[src/verilog/iir_biquad_pkg.sv]
// Filter data types and Q2.14 coefficient constants
// Frequency is a normalized index k, with w0 = pi*k/64

package iir_biquad_pkg;

    localparam int SAMPLE_WIDTH   = 16;
    localparam int COEF_WIDTH     = 16;
    localparam int ACC_WIDTH      = 36;
    localparam int FREQ_IDX_WIDTH = 6;
    // Wide signed format for intermediate terms in the calculator
    localparam int CALC_WIDTH     = 18;
    localparam int COEF_FRAC      = 14;
    localparam int COEF_ONE       = 1 << COEF_FRAC;
    localparam int SAMPLE_MAX     = (1 << (SAMPLE_WIDTH - 1)) - 1;
    localparam int SAMPLE_MIN     = -(1 << (SAMPLE_WIDTH - 1));

    typedef logic signed [SAMPLE_WIDTH-1:0] sample_t;
    typedef logic signed [COEF_WIDTH-1:0]   coef_t;
    typedef logic signed [ACC_WIDTH-1:0]    acc_t;
    typedef logic signed [CALC_WIDTH-1:0]   calc_t;
    typedef logic [FREQ_IDX_WIDTH-1:0]      freq_idx_t;

    typedef enum logic [1:0] {
        LOWPASS  = 2'd0,
        HIGHPASS = 2'd1
    } filt_type_e;

    // Quarter wave sine in Q2.14, entry i is sin(pi*i/64)
    localparam coef_t SIN_TABLE [0:32] = '{
        16'sd0,     16'sd804,   16'sd1606,  16'sd2404,  16'sd3196,  16'sd3981,
        16'sd4756,  16'sd5520,  16'sd6270,  16'sd7005,  16'sd7723,  16'sd8423,
        16'sd9102,  16'sd9760,  16'sd10394, 16'sd11003, 16'sd11585, 16'sd12140,
        16'sd12665, 16'sd13160, 16'sd13623, 16'sd14053, 16'sd14449, 16'sd14811,
        16'sd15137, 16'sd15426, 16'sd15679, 16'sd15893, 16'sd16069, 16'sd16207,
        16'sd16305, 16'sd16364, 16'sd16384
    };

endpackage

[src/verilog/iir_coef_calc.sv]
// Biquad coefficient calculator, 24 cycles from start to coef_valid
// Assumes q_recip >= 0, so that a0 = 1 + alpha stays at or above one

module iir_coef_calc
    import iir_biquad_pkg::*;
(
    input  logic       clk,
    input  logic       rst_n,
    input  freq_idx_t  f0_idx,
    input  coef_t      q_recip,
    input  filt_type_e filt_type,
    input  logic       start,
    output coef_t      b0,
    output coef_t      b1,
    output coef_t      b2,
    output coef_t      a1,
    output coef_t      a2,
    output logic       coef_valid
);

    typedef enum logic [1:0] {
        ST_IDLE,
        ST_LOOKUP,
        ST_DIVIDE,
        ST_SCALE
    } state_e;

    state_e      state;
    logic [4:0]  step;

    // Inputs captured on start
    freq_idx_t   f0_r;
    coef_t       q_r;
    filt_type_e  type_r;

    // Intermediate terms
    calc_t       sin_r;
    calc_t       cos_r;
    calc_t       alpha_r;
    logic [17:0] rem_r;
    logic [15:0] quo_r;
    coef_t       res_b0;
    coef_t       res_b1;
    coef_t       res_a1;
    coef_t       res_a2;

    freq_idx_t   sin_idx;
    freq_idx_t   cos_idx;
    logic        cos_neg;
    acc_t        alpha_prod;
    calc_t       a0;
    logic [17:0] rem_shift;
    calc_t       half_term;
    calc_t       raw;
    acc_t        scale_prod;

    // ----------------------------------------
    // Combinational datapath
    // ----------------------------------------
    always_comb begin
        // Fold 0..pi onto the quarter wave table
        if (f0_r <= 6'd32) begin
            sin_idx = f0_r;
            cos_idx = 6'd32 - f0_r;
            cos_neg = 1'b0;
        end else begin
            sin_idx = 6'(7'd64 - 7'(f0_r));
            cos_idx = f0_r - 6'd32;
            cos_neg = 1'b1;
        end
        alpha_prod = sin_r * q_r;
        a0         = calc_t'(COEF_ONE) + alpha_r;
        rem_shift  = {rem_r[16:0], 1'b0};
        // 1 - cos for lowpass, 1 + cos for highpass
        half_term  = (type_r == HIGHPASS) ? calc_t'(COEF_ONE) + cos_r
                                          : calc_t'(COEF_ONE) - cos_r;
        case (step)
            5'd0:    raw = half_term >>> 1;
            5'd1:    raw = (type_r == HIGHPASS) ? -half_term : half_term;
            5'd2:    raw = -(cos_r <<< 1);
            default: raw = calc_t'(COEF_ONE) - alpha_r;
        endcase
        // Normalize by 1/a0, arithmetic shift truncates toward minus infinity
        scale_prod = raw * calc_t'({2'b00, quo_r});
    end

    // ----------------------------------------
    // Sequencer and result registers
    // ----------------------------------------
    always_ff @(posedge clk or negedge rst_n) begin
        if (!rst_n) begin
            state      <= ST_IDLE;
            step       <= '0;
            coef_valid <= 1'b0;
            b0         <= '0;
            b1         <= '0;
            b2         <= '0;
            a1         <= '0;
            a2         <= '0;
        end else begin
            coef_valid <= 1'b0;
            step       <= step + 5'd1;
            if (start) begin
                // Restart from scratch, even mid calculation
                state <= ST_LOOKUP;
                step  <= '0;
            end else begin
                case (state)
                    ST_LOOKUP: if (step == 5'd1) begin
                        state <= ST_DIVIDE;
                        step  <= '0;
                    end
                    ST_DIVIDE: if (step == 5'd15) begin
                        state <= ST_SCALE;
                        step  <= '0;
                    end
                    ST_SCALE: if (step == 5'd4) begin
                        // All five coefficients change together
                        state      <= ST_IDLE;
                        coef_valid <= 1'b1;
                        b0         <= res_b0;
                        b1         <= res_b1;
                        b2         <= res_b0;
                        a1         <= res_a1;
                        a2         <= res_a2;
                    end
                    default: step <= '0;
                endcase
            end
        end
    end

    // ----------------------------------------
    // Working registers
    // ----------------------------------------
    always_ff @(posedge clk) begin
        if (start) begin
            f0_r   <= f0_idx;
            q_r    <= q_recip;
            type_r <= filt_type;
        end
        if (state == ST_LOOKUP && step == 5'd0) begin
            sin_r <= calc_t'(SIN_TABLE[sin_idx]);
            cos_r <= cos_neg ? -calc_t'(SIN_TABLE[cos_idx]) : calc_t'(SIN_TABLE[cos_idx]);
        end
        if (state == ST_LOOKUP && step == 5'd1) begin
            alpha_r <= calc_t'(alpha_prod >>> COEF_FRAC);
            // 2^28 / a0, first partial remainder is 2^28 >> 16
            rem_r   <= 18'd4096;
            quo_r   <= '0;
        end
        // Restoring division, one quotient bit per cycle
        if (state == ST_DIVIDE) begin
            if (rem_shift >= $unsigned(a0)) begin
                rem_r <= rem_shift - $unsigned(a0);
                quo_r <= {quo_r[14:0], 1'b1};
            end else begin
                rem_r <= rem_shift;
                quo_r <= {quo_r[14:0], 1'b0};
            end
        end
        if (state == ST_SCALE) begin
            case (step)
                5'd0:    res_b0 <= coef_t'(scale_prod >>> COEF_FRAC);
                5'd1:    res_b1 <= coef_t'(scale_prod >>> COEF_FRAC);
                5'd2:    res_a1 <= coef_t'(scale_prod >>> COEF_FRAC);
                5'd3:    res_a2 <= coef_t'(scale_prod >>> COEF_FRAC);
                default: ;
            endcase
        end
    end

endmodule

[config.mk]
export PLATFORM = sky130hd
export DESIGN_NAME = iir_coef_calc
export DESIGN_NICKNAME = d
export VERILOG_FILES = /design/src/verilog/iir_biquad_pkg.sv /design/src/verilog/iir_coef_calc.sv
export SDC_FILE = /design/constraint.sdc
export NUM_CORES = 2
export LEC_CHECK = 0
export ABC_AREA = 1
export ABC_CLOCK_PERIOD_IN_PS = 8300
export BUFFER_PORTS_ARGS = -buffer_cell sky130_fd_sc_hd__buf_2
export CORE_MARGIN = 2
export CORE_UTILIZATION = 40
export DETAILED_ROUTE_END_ITERATION = 7
export MAX_ROUTING_LAYER = met4
export PLACE_DENSITY_LB_ADDON = 0.15
export SLEW_MARGIN = 0
export SYNTH_ARGS = -nofsm -noshare
export SYNTH_HDL_FRONTEND = slang
export SYNTH_SLANG_ARGS = --single-unit
[constraint.sdc]
create_clock -name clk -period 8.3 [get_ports clk]
set_input_delay 0.83 -clock clk [delete_from_list [all_inputs] [get_ports clk]]
set_output_delay 0.83 -clock clk [all_outputs]
set_load 0.01 [all_outputs]
==> metrics <==
Final ANT Viol Nets 0; Worst setup EP type register; CP required 8630 ps; slowest library cell on the worst path fa_1; DP Cell Count 4,769; diodes inserted 0; Syn. warnings 0; area share of the largest cell type after synthesis 0.281; clk_lat worst skew 590 ps; Worst-path clk slew 60 ps; FF+latch count, synth 244; most frequent CP cell inv_1; DRT iter0 DRCs 1,386; Seq. cell area 0.00697 sq mm; Routed WL 80,600 um; TritonRoute pass-1 iters 5; die height 281 um; Commonest cells post-synth nand2_1 (905), inv_1 (863), fa_1 (431); CTS tree yes; Multi-input gate area 0.0199 sq mm; largest cells by area after synthesis fa_1 (28%), edfxtp_1 (17%), nand2_1 (11%); first-pass GRT wire length 131,000 um; number of flops mapped to enable cells by yosys 172; Post-synth ARST share 0.295; cell area after synthesis 0.0307 sq mm; io pins 108; register-to-register setup slack 560 ps; post-synth top area cell fa_1; share of layout cells above drive strength 1 0.0797; core area 0.0759 sq mm; WP data arrival 8070 ps; Worst path max stage delay 570 ps; overall routing resource usage 0.217; layout filler cell count 7,697; Tmin final 7740 ps; post-detailed-route DRC marker count 0; R2R cell count 36; initial antenna violation count 0; H-tree depth 1; pin count of the biggest net entering global routing 73; vias in the first global route 24.2k; Crit Reg-Reg Startpoint alpha_r[0]$_DFFE_PP_; status finished, final reports clean; worst-margin pin slew 1120 ps; fin. max-slew vios 0; Detailed Place HPWL 64,400 um; wire length per cell 16.7 um; crit path max fanout 10; initial core utilization 0.404; Synth Instances 3,700; post-route insts no fill 4,830; part of the cycle the worst path needs 0.932; min-delay worst type in -> async; worst rel slew slack 0.251; Most used DFF post-synth edfxtp_1; critical path type reg -> reg; Via density 4.83; CTS root buf clkbuf_16; Syn Nets 4,401; RR Endpoint res_a1[14]$_DFFE_PP_; fmax 129 MHz; # rows 101; Worst setup SP type register; most frequent cell after synthesis nand2_1; setup violators final 0; Area Growth Syn to Fin 9.13%; Clock Sinks 244; post-synthesis sequential area ratio 0.227; full die area 0.0790 sq mm; endpoints failing hold 0; post-synth cell types 63; final net count 4,477; clk_skew 16.2 ps; Port Buffers 107; max cap viols 0; global route overflow 0; vias 23.3k; Clock Tree Buf Depth 3; Syn Area/Cell 8.30 sq um; Num CTS Buffers 30; post-layout util 0.441; Die Wd 281 um; RD Place Congestion 0.890
routing by layer:
layer / vias to the layer above / track usage / part of all wire
li1: 11316 / - / -
met1: 11408 / 0.281 / 0.44
met2: 467 / 0.367 / 0.49
met3: 116 / 0.0211 / 0.040
met4: 0 / 0.0546 / 0.026
met5: - / - / 0
registers in the layout, indices dropped and copies added, names as in the netlist:
signal and flops:
alpha_r 18, cos_r 18, rem_r 17, a1 16, a2 16, b1 16, b2 16, q_r 16
quo_r 16, res_a1 16, res_a2 16, res_b0 16, res_b1 16, sin_r 15, f0_r 6, step 5
state 2, type_r 2, coef_valid 1
worst max-delay path by stage:
stage | from | endpoint | slack, ps | cells past startpoint
3_5_place_dp | cos_r[0]$_DFFE_PP_ | res_b1[15]$_DFFE_PP_ | 260 | 42
4_1_cts | cos_r[0]$_DFFE_PP_ | res_b0[15]$_DFFE_PP_ | 210 | 42
3_3_place_gp | cos_r[0]$_DFFE_PP_ | res_a1[15]$_DFFE_PP_ | 380 | 41
5_1_grt | cos_r[0]$_DFFE_PP_ | res_b0[15]$_DFFE_PP_ | -7 | 41
6_report | alpha_r[0]$_DFFE_PP_ | res_a1[14]$_DFFE_PP_ | 560 | 36
2_1_floorplan | cos_r[0]$_DFFE_PP_ | res_a1[15]$_DFFE_PP_ | 1080 | 41
critical path, delay by kind of cell (launching register included):
family | cells | cell delay, ps
adders and majority gates | 8 | 3590
and+or+nand+nor | 11 | 1550
AOI/OAI and AO/OA | 7 | 1030
buffers and inverters | 9 | 710
DFF | 1 | 430
xor gates and xnor gates | 1 | 170
timing repair:
item,CTS,global route
endpoints found under the setup margin,0,44
setup buffers,0,5
gates resized for setup,0,18
hold buffers,0,0
final cells by class:
| cell class | instances | area share |
|---|---|---|
| tap | 1030 | 0.0385 |
| timing repair buffer | 167 | 0.0299 |
| clock inverter | 18 | 0.00590 |
| inverter | 884 | 0.0991 |
| sequential | 244 | 0.208 |
| clock buffer | 38 | 0.0239 |
| multi-input combinational | 2449 | 0.595 |
through the flow:
step	setup TNS (ps)	hold WS [ps]	worst slack [ps]	area, sq um
2_1_floorplan	0	418	1080	30700
3_5_place_dp	0	424	262	32400
3_3_place_gp	0	423	384	32400
5_1_grt	-24.9	387	-7.30	33500
4_1_cts	0	370	213	33400
6_report	0	403	563	33500
cells by family (layout without fill, tap and decap cells):
group	after synthesis	after routing	share of synthesized area
AO/OA/AOI/OAI	325	325	0.0620
XOR/XNOR	83	83	0.0237
adder cells (fa/ha/maj)	674	674	0.380
buffers and inverters	1007	1107	0.127
flip-flops	244	244	0.227
multiplexers	1	1	0.000367
AND/OR/NAND/NOR	1366	1366	0.180
cells in the final DEF, fill, tap and decap left out, types with 12 or more instances in the layout:
| cell | n |
|---|---|
| nor2_1 | 263 |
| nor3_1 | 12 |
| a31oi_1 | 12 |
| inv_1 | 860 |
| fa_1 | 430 |
| nand2_1 | 903 |
| a21oi_1 | 111 |
| nand3_1 | 100 |
| dfrtp_1 | 72 |
| clkbuf_16 | 30 |
| buf_4 | 60 |
| xnor2_1 | 23 |
| nand4_1 | 17 |
| buf_2 | 106 |
| inv_2 | 14 |
| clkinv_1 | 12 |
| xor2_1 | 58 |
| nor2_2 | 13 |
| ha_1 | 241 |
| o21ai_0 | 105 |
| or2_2 | 17 |
| edfxtp_1 | 172 |
| o21ai_1 | 15 |
Power is not shown: default switching activity piles up to over one toggle a cycle in this logic, so the estimate is an artifact.
