===== src/verilog/iir_biquad_pkg.sv =====
// Filter data types and Q2.14 coefficient constants
// Frequency is a normalized index k, with w0 = pi*k/64

package iir_biquad_pkg;

    localparam int SAMPLE_WIDTH   = 16;
    localparam int COEF_WIDTH     = 16;
    localparam int ACC_WIDTH      = 36;
    localparam int FREQ_IDX_WIDTH = 6;
    // Wide signed format for intermediate terms in the calculator
    localparam int CALC_WIDTH     = 18;
    localparam int COEF_FRAC      = 14;
    localparam int COEF_ONE       = 1 << COEF_FRAC;
    localparam int SAMPLE_MAX     = (1 << (SAMPLE_WIDTH - 1)) - 1;
    localparam int SAMPLE_MIN     = -(1 << (SAMPLE_WIDTH - 1));

    typedef logic signed [SAMPLE_WIDTH-1:0] sample_t;
    typedef logic signed [COEF_WIDTH-1:0]   coef_t;
    typedef logic signed [ACC_WIDTH-1:0]    acc_t;
    typedef logic signed [CALC_WIDTH-1:0]   calc_t;
    typedef logic [FREQ_IDX_WIDTH-1:0]      freq_idx_t;

    typedef enum logic [1:0] {
        LOWPASS  = 2'd0,
        HIGHPASS = 2'd1
    } filt_type_e;

    // Quarter wave sine in Q2.14, entry i is sin(pi*i/64)
    localparam coef_t SIN_TABLE [0:32] = '{
        16'sd0,     16'sd804,   16'sd1606,  16'sd2404,  16'sd3196,  16'sd3981,
        16'sd4756,  16'sd5520,  16'sd6270,  16'sd7005,  16'sd7723,  16'sd8423,
        16'sd9102,  16'sd9760,  16'sd10394, 16'sd11003, 16'sd11585, 16'sd12140,
        16'sd12665, 16'sd13160, 16'sd13623, 16'sd14053, 16'sd14449, 16'sd14811,
        16'sd15137, 16'sd15426, 16'sd15679, 16'sd15893, 16'sd16069, 16'sd16207,
        16'sd16305, 16'sd16364, 16'sd16384
    };

endpackage


===== src/verilog/iir_biquad_apb_addr_pkg.sv =====
// APB bus widths and register map, base address fixed at zero

package iir_biquad_apb_addr_pkg;

    localparam int APB_ADDR_WIDTH = 8;
    localparam int APB_DATA_WIDTH = 32;

    typedef logic [APB_ADDR_WIDTH-1:0] apb_addr_t;
    typedef logic [APB_DATA_WIDTH-1:0] apb_data_t;

    // ----------------------------------------
    // Configuration registers, read and write
    // ----------------------------------------
    localparam apb_addr_t CR_IIR_F0_ADDR_C     = 8'h00;
    localparam apb_addr_t CR_IIR_Q_ADDR_C      = 8'h04;
    localparam apb_addr_t CR_IIR_TYPE_ADDR_C   = 8'h08;
    localparam apb_addr_t CR_IIR_BYPASS_ADDR_C = 8'h0C;

    // ----------------------------------------
    // Status registers, read only
    // ----------------------------------------
    // Normalized zeros
    localparam apb_addr_t SR_ZERO_B0_ADDR_C    = 8'h10;
    localparam apb_addr_t SR_ZERO_B1_ADDR_C    = 8'h14;
    localparam apb_addr_t SR_ZERO_B2_ADDR_C    = 8'h18;
    // Normalized poles
    localparam apb_addr_t SR_POLE_A1_ADDR_C    = 8'h1C;
    localparam apb_addr_t SR_POLE_A2_ADDR_C    = 8'h20;

endpackage


===== src/verilog/iir_biquad_apb_slave.sv =====
// APB3 slave with one wait state per transfer
// Unmapped reads return zero, unmapped writes are dropped

module iir_biquad_apb_slave
    import iir_biquad_pkg::*;
    import iir_biquad_apb_addr_pkg::*;
(
    input  logic       clk,
    input  logic       rst_n,

    // APB3 port
    input  apb_addr_t  paddr,
    input  logic       psel,
    input  logic       penable,
    input  logic       pwrite,
    input  apb_data_t  pwdata,
    output logic       pready,
    output apb_data_t  prdata,

    // Configuration towards calculator and core
    output freq_idx_t  cr_iir_f0,
    output coef_t      cr_iir_q,
    output filt_type_e cr_iir_type,
    output logic       cr_bypass,
    output logic       cfg_update,

    // Coefficient status from calculator
    input  coef_t      sr_zero_b0,
    input  coef_t      sr_zero_b1,
    input  coef_t      sr_zero_b2,
    input  coef_t      sr_pole_a1,
    input  coef_t      sr_pole_a2
);

    logic      access;
    logic      wr_done;
    apb_data_t rd_data;

    // Sign extension of a coefficient onto the bus
    function automatic apb_data_t sext_coef(input coef_t c);
        return {{(APB_DATA_WIDTH - COEF_WIDTH){c[COEF_WIDTH-1]}}, c};
    endfunction

    // Access phase, transfer ends when pready is seen high
    assign access  = psel && penable;
    assign wr_done = access && pready && pwrite;

    // ----------------------------------------
    // Read mux
    // ----------------------------------------
    always_comb begin
        case (paddr)
            CR_IIR_F0_ADDR_C:     rd_data = apb_data_t'(cr_iir_f0);
            CR_IIR_Q_ADDR_C:      rd_data = sext_coef(cr_iir_q);
            CR_IIR_TYPE_ADDR_C:   rd_data = apb_data_t'(cr_iir_type);
            CR_IIR_BYPASS_ADDR_C: rd_data = apb_data_t'(cr_bypass);
            SR_ZERO_B0_ADDR_C:    rd_data = sext_coef(sr_zero_b0);
            SR_ZERO_B1_ADDR_C:    rd_data = sext_coef(sr_zero_b1);
            SR_ZERO_B2_ADDR_C:    rd_data = sext_coef(sr_zero_b2);
            SR_POLE_A1_ADDR_C:    rd_data = sext_coef(sr_pole_a1);
            SR_POLE_A2_ADDR_C:    rd_data = sext_coef(sr_pole_a2);
            default:              rd_data = '0;
        endcase
    end

    // ----------------------------------------
    // Handshake and register writes
    // ----------------------------------------
    always_ff @(posedge clk or negedge rst_n) begin
        if (!rst_n) begin
            pready      <= 1'b0;
            prdata      <= '0;
            cfg_update  <= 1'b0;
            cr_iir_f0   <= '0;
            cr_iir_q    <= '0;
            cr_iir_type <= LOWPASS;
            cr_bypass   <= 1'b0;
        end else begin
            // One cycle high, then low again after the completing edge
            pready     <= access && !pready;
            prdata     <= '0;
            cfg_update <= 1'b0;

            // Read data registered together with pready
            if (access && !pready && !pwrite) begin
                prdata <= rd_data;
            end

            if (wr_done) begin
                case (paddr)
                    CR_IIR_F0_ADDR_C: begin
                        cr_iir_f0  <= pwdata[FREQ_IDX_WIDTH-1:0];
                        cfg_update <= 1'b1;
                    end
                    CR_IIR_Q_ADDR_C: begin
                        cr_iir_q   <= pwdata[COEF_WIDTH-1:0];
                        cfg_update <= 1'b1;
                    end
                    CR_IIR_TYPE_ADDR_C: begin
                        // Unknown types fall back to lowpass
                        cr_iir_type <= (pwdata[1:0] == HIGHPASS) ? HIGHPASS : LOWPASS;
                        cfg_update  <= 1'b1;
                    end
                    // Bypass does not need new coefficients
                    CR_IIR_BYPASS_ADDR_C: cr_bypass <= pwdata[0];
                    default: ;
                endcase
            end
        end
    end

endmodule


===== config.mk =====
export PLATFORM = sky130hd
export DESIGN_NAME = iir_biquad_apb_slave
export DESIGN_NICKNAME = d
export VERILOG_FILES = /design/src/verilog/iir_biquad_pkg.sv /design/src/verilog/iir_biquad_apb_addr_pkg.sv /design/src/verilog/iir_biquad_apb_slave.sv
export SDC_FILE = /design/constraint.sdc
export NUM_CORES = 1
export LEC_CHECK = 0
export ABC_AREA = 1
export BUFFER_PORTS_ARGS = -buffer_cell sky130_fd_sc_hd__buf_4
export CAP_MARGIN = 10
export CORE_AREA = 4 4 109 111
export CTS_CLUSTER_SIZE = 25
export DETAILED_ROUTE_END_ITERATION = 16
export DIE_AREA = 0 0 113 115
export REMOVE_ABC_BUFFERS = 1
export SYNTH_ARGS = -nofsm -noshare
export SYNTH_HDL_FRONTEND = slang
export SYNTH_SLANG_ARGS = --single-unit
export TNS_END_PERCENT = 20

===== constraint.sdc =====
create_clock -name clk -period 2.2 [get_ports clk]
set_input_delay 0.22 -clock clk [delete_from_list [all_inputs] [get_ports clk]]
set_output_delay 0.22 -clock clk [all_outputs]
set_load 0.005 [all_outputs]

==> flow_metrics.env <==
export IMPL_cts_hold_fix_buffers=1
export IMPL_placed_instance_area_mm2=0.003887
export IMPL_clock_fmax_mhz=616.2
export IMPL_syn_cell_area_mm2=0.002693
export IMPL_min_path_type="in -> reg"
export IMPL_clkTransAtPathRegs_ns=0.08
export IMPL_clock_path_buffers=2
export IMPL_antenna_found_initial=0
export IMPL_setup_tns_final_ns=0
export IMPL_rsz_0062_raised_after_global_routing="false"
export IMPL_cp_startpoint="pready"
export IMPL_worstSetupPathDepth=6
export IMPL_maximum_vdd_drop_uv=200.7
export IMPL_floorplan_die_area_mm2=0.01300
export IMPL_hpwl_um=7659
export IMPL_grt_max_degree=43
export IMPL_drt_drc_violations_left=0
export IMPL_die_h_um=115
export IMPL_clkLatencyLatePin_ns=0.29
export IMPL_grt_overflow=0
export IMPL_critical_path_data_required_time_ns=2.37
export IMPL_synth_seq_cells=42
export IMPL_timing_worst_slew_pin_value_ns=0.5888
export IMPL_critical_path_buf_inv_count=2
export IMPL_finalCriticalPeriod_ns=1.623
export IMPL_timing_final_setup_violations=0
export IMPL_p_leak_uw=0.002196
export IMPL_critical_path_peak_fanout=22
export IMPL_worstSetupEndpointType="flop"
export IMPL_total_power_uw=1607
export IMPL_synth_cell_type_count=21
export IMPL_htree_levels=2
export IMPL_core_rowCount=38
export IMPL_drt_first_iter_violations=112
export IMPL_syn2layout_area_growth_pct=48.84
export IMPL_reg2reg_setup_slack_ns=0.58
export IMPL_data_arrival_time_of_the_critical_path_ns=1.79
export IMPL_switching_share_pct=23.32
export IMPL_power_net_switching_uw=374.6
export IMPL_final_area_mm2=0.004008
export IMPL_final_layout_size_suffix_gt1_share_pct=40.35
export IMPL_critical_path_top_delay_family="simple AND/OR/NAND/NOR gates"
export IMPL_timing_rr_end="cr_iir_q[4]"
export IMPL_io_buffer_count=166
export IMPL_crit_path_top_delay_cell="dfrtp_1"
export IMPL_postCtsSetupBuffers=0
export IMPL_ratio_of_final_minimum_period_to_clock_period_pct=73.77
export IMPL_setup_worst_path_start_class="flop"
export IMPL_die_x_um=113
export IMPL_post_drt_via_cell_ratio=4.502
export IMPL_critPathMaxStageDelay_ns=0.38
export IMPL_regToRegStartpoint="pready"
export IMPL_internal_power_uw=1232
export IMPL_drt_pass1_iterations=4
export IMPL_fin_skew_ns=0.01001
export IMPL_slew_headroom_pct=60.65
export IMPL_ioPinCount=184
export IMPL_grt_usage_pct=15.11
export IMPL_yosys_warnings=0
export IMPL_fillerInstances=1158
export IMPL_synth_top_area_share_pct=39.03
export IMPL_fin_nets=642
export IMPL_final_antenna_net_count=0
export IMPL_slew_viol_final=0
export IMPL_maxCapViolations=0
export IMPL_final_core_util_pct=37.13
export IMPL_fp_coreArea_mm2=0.01079
export IMPL_post_drt_wl_per_cell_um=15.41
export IMPL_floorplan_initialDensity_pct=24.95
export IMPL_status="finished, final reports clean"
export IMPL_clock_root_buffer="clkbuf_8"
export IMPL_worstPathCellList="nand4_1, inv_1, buf_4, nand2_2, nand2_1, o21ai_1"
export IMPL_pwr_share_comb_pct=15.1
export IMPL_place_congestion=0.8335
export IMPL_cts_buffers_inserted=5
export IMPL_worst_r2r_path_depth=6
export IMPL_cellPowerDensity_mw_per_mm2=400.9
export IMPL_grt_pass1_vias=3043
export IMPL_critPathCapture="cr_iir_q[4]"
export IMPL_grt_first_pass_wirelength_um=15710
export IMPL_power_sequential_fraction_pct=48.3
export IMPL_synth_seq_area_share_pct=39.03
export IMPL_finalHoldViolations=0
export IMPL_tritoncts="done"
export IMPL_p_clk_share_pct=36.6
export IMPL_num_vias=2962
export IMPL_post_synth_main_area_contributors="dfrtp_1 (39%), nand3_1 (16%), nand2_1 (14%), buf_4 (5.3%), nor2_1 (4.9%)"
export IMPL_synth_area_per_cell_um2=7.199
export IMPL_synthCells=374
export IMPL_synth_top_cell_by_area="dfrtp_1"
export IMPL_post_cts_resized_instances=0
export IMPL_count_of_inserted_antenna_diode_cells=0
export IMPL_worst_setup_path_type="reg -> reg"
export IMPL_fin_hold_ws_ns=0.1182
export IMPL_detail_route_wirelength_um=10140
export IMPL_clkSinkCount=42
==> through the flow <==
stage	setup slack (ns)	std cells
2_1_floorplan	0.6923	339
4_1_cts	0.5397	658
3_3_place_gp	0.4698	649
6_report	0.5771	658
5_1_grt	0.4037	658
3_5_place_dp	0.3824	649
==> worst register-to-register path, cell delays in order (launching register included) <==
cell,delay [ns]
dfrtp_1,0.38
nand4_1,0.20
inv_1,0.18
buf_4,0.22
nand2_2,0.30
nand2_1,0.16
o21ai_1,0.07
==> worst min-delay path by stage <==
stage / from / end / slack [ns] / cells past startpoint
4_1_cts: pwdata[1] / cr_iir_type[0] / 0.11 / 2
2_1_floorplan: rst_n / cfg_update / -0.08 / 0
5_1_grt: pwdata[1] / cr_iir_type[0] / 0.11 / 2
6_report: pwdata[1] / cr_iir_type[0] / 0.12 / 2
3_5_place_dp: rst_n / prdata[5] / 0.26 / 1
3_3_place_gp: rst_n / prdata[5] / 0.25 / 1
==> sequential cells by signal (all words and copies together) (netlist names) <==
name	count
cr_bypass	1
cr_iir_f0	6
cr_iir_q	16
cr_iir_type	1
prdata	16
pready	1
cfg_update	1
==> cell type report <==
type	instances	area [um2]	area share [%]
Tap cell	140	175.2	4.371
Timing Repair Buffer	171	1299	32.41
Inverter	25	98.84	2.466
Multi-Input combinational cell	272	1274	31.78
Clock buffer	8	110.1	2.747
Sequential cell	42	1051	26.23
==> power groups by stage <==
stage / logic (uW) / clock network, uW / registers [uW]
3_3_place_gp: 239 / 0 / 792
5_1_grt: 264 / 644 / 777
3_5_place_dp: 243 / 0 / 792
2_1_floorplan: 47.0 / 0 / 792
4_1_cts: 246 / 611 / 777
6_report: 242 / 588 / 777
==> placed cells by master, fill, tap and decap left out, types with 2 or more instances in the layout <==
master,instances
o21ai_1,13
buf_4,169
nor2_4,6
a21oi_1,11
inv_1,18
nand3_1,87
clkbuf_8,8
nand2_1,99
nor2_1,35
inv_2,5
nand2_4,2
dfrtp_1,42
inv_4,2
nand2_2,15
==> layer usage <==
layer | global-route usage [%] | routed length (um) | vias to the layer above
li1 | - | - | 1470
met1 | 18.88 | 4244 | 1369
met2 | 26.38 | 5025 | 111
met3 | 3.368 | 723 | 12
met4 | 4.087 | 150 | 0
met5 | 0 | 0 | -
==> cell families after synthesis <==
| kind of cell | count (synthesis) | synth area share, % |
|---|---|---|
| and+or+nand+nor | 246 | 42.10 |
| other | 1 | 0.1393 |
| buffers and inverters | 60 | 13.66 |
| DFF | 42 | 39.03 |
| AOI/OAI and AO/OA | 25 | 5.065 |
==> Yosys cell counts, drive strengths merged <==
library cell / instances
nand2: 116
nand3: 87
dfrtp: 42
nor2: 41
buf: 34
inv: 25
o21ai: 13
a21oi: 11
clkbuf: 1
conb: 1
nand4: 1
nor3: 1
o41ai: 1
Power figures use the tool's default switching activity.
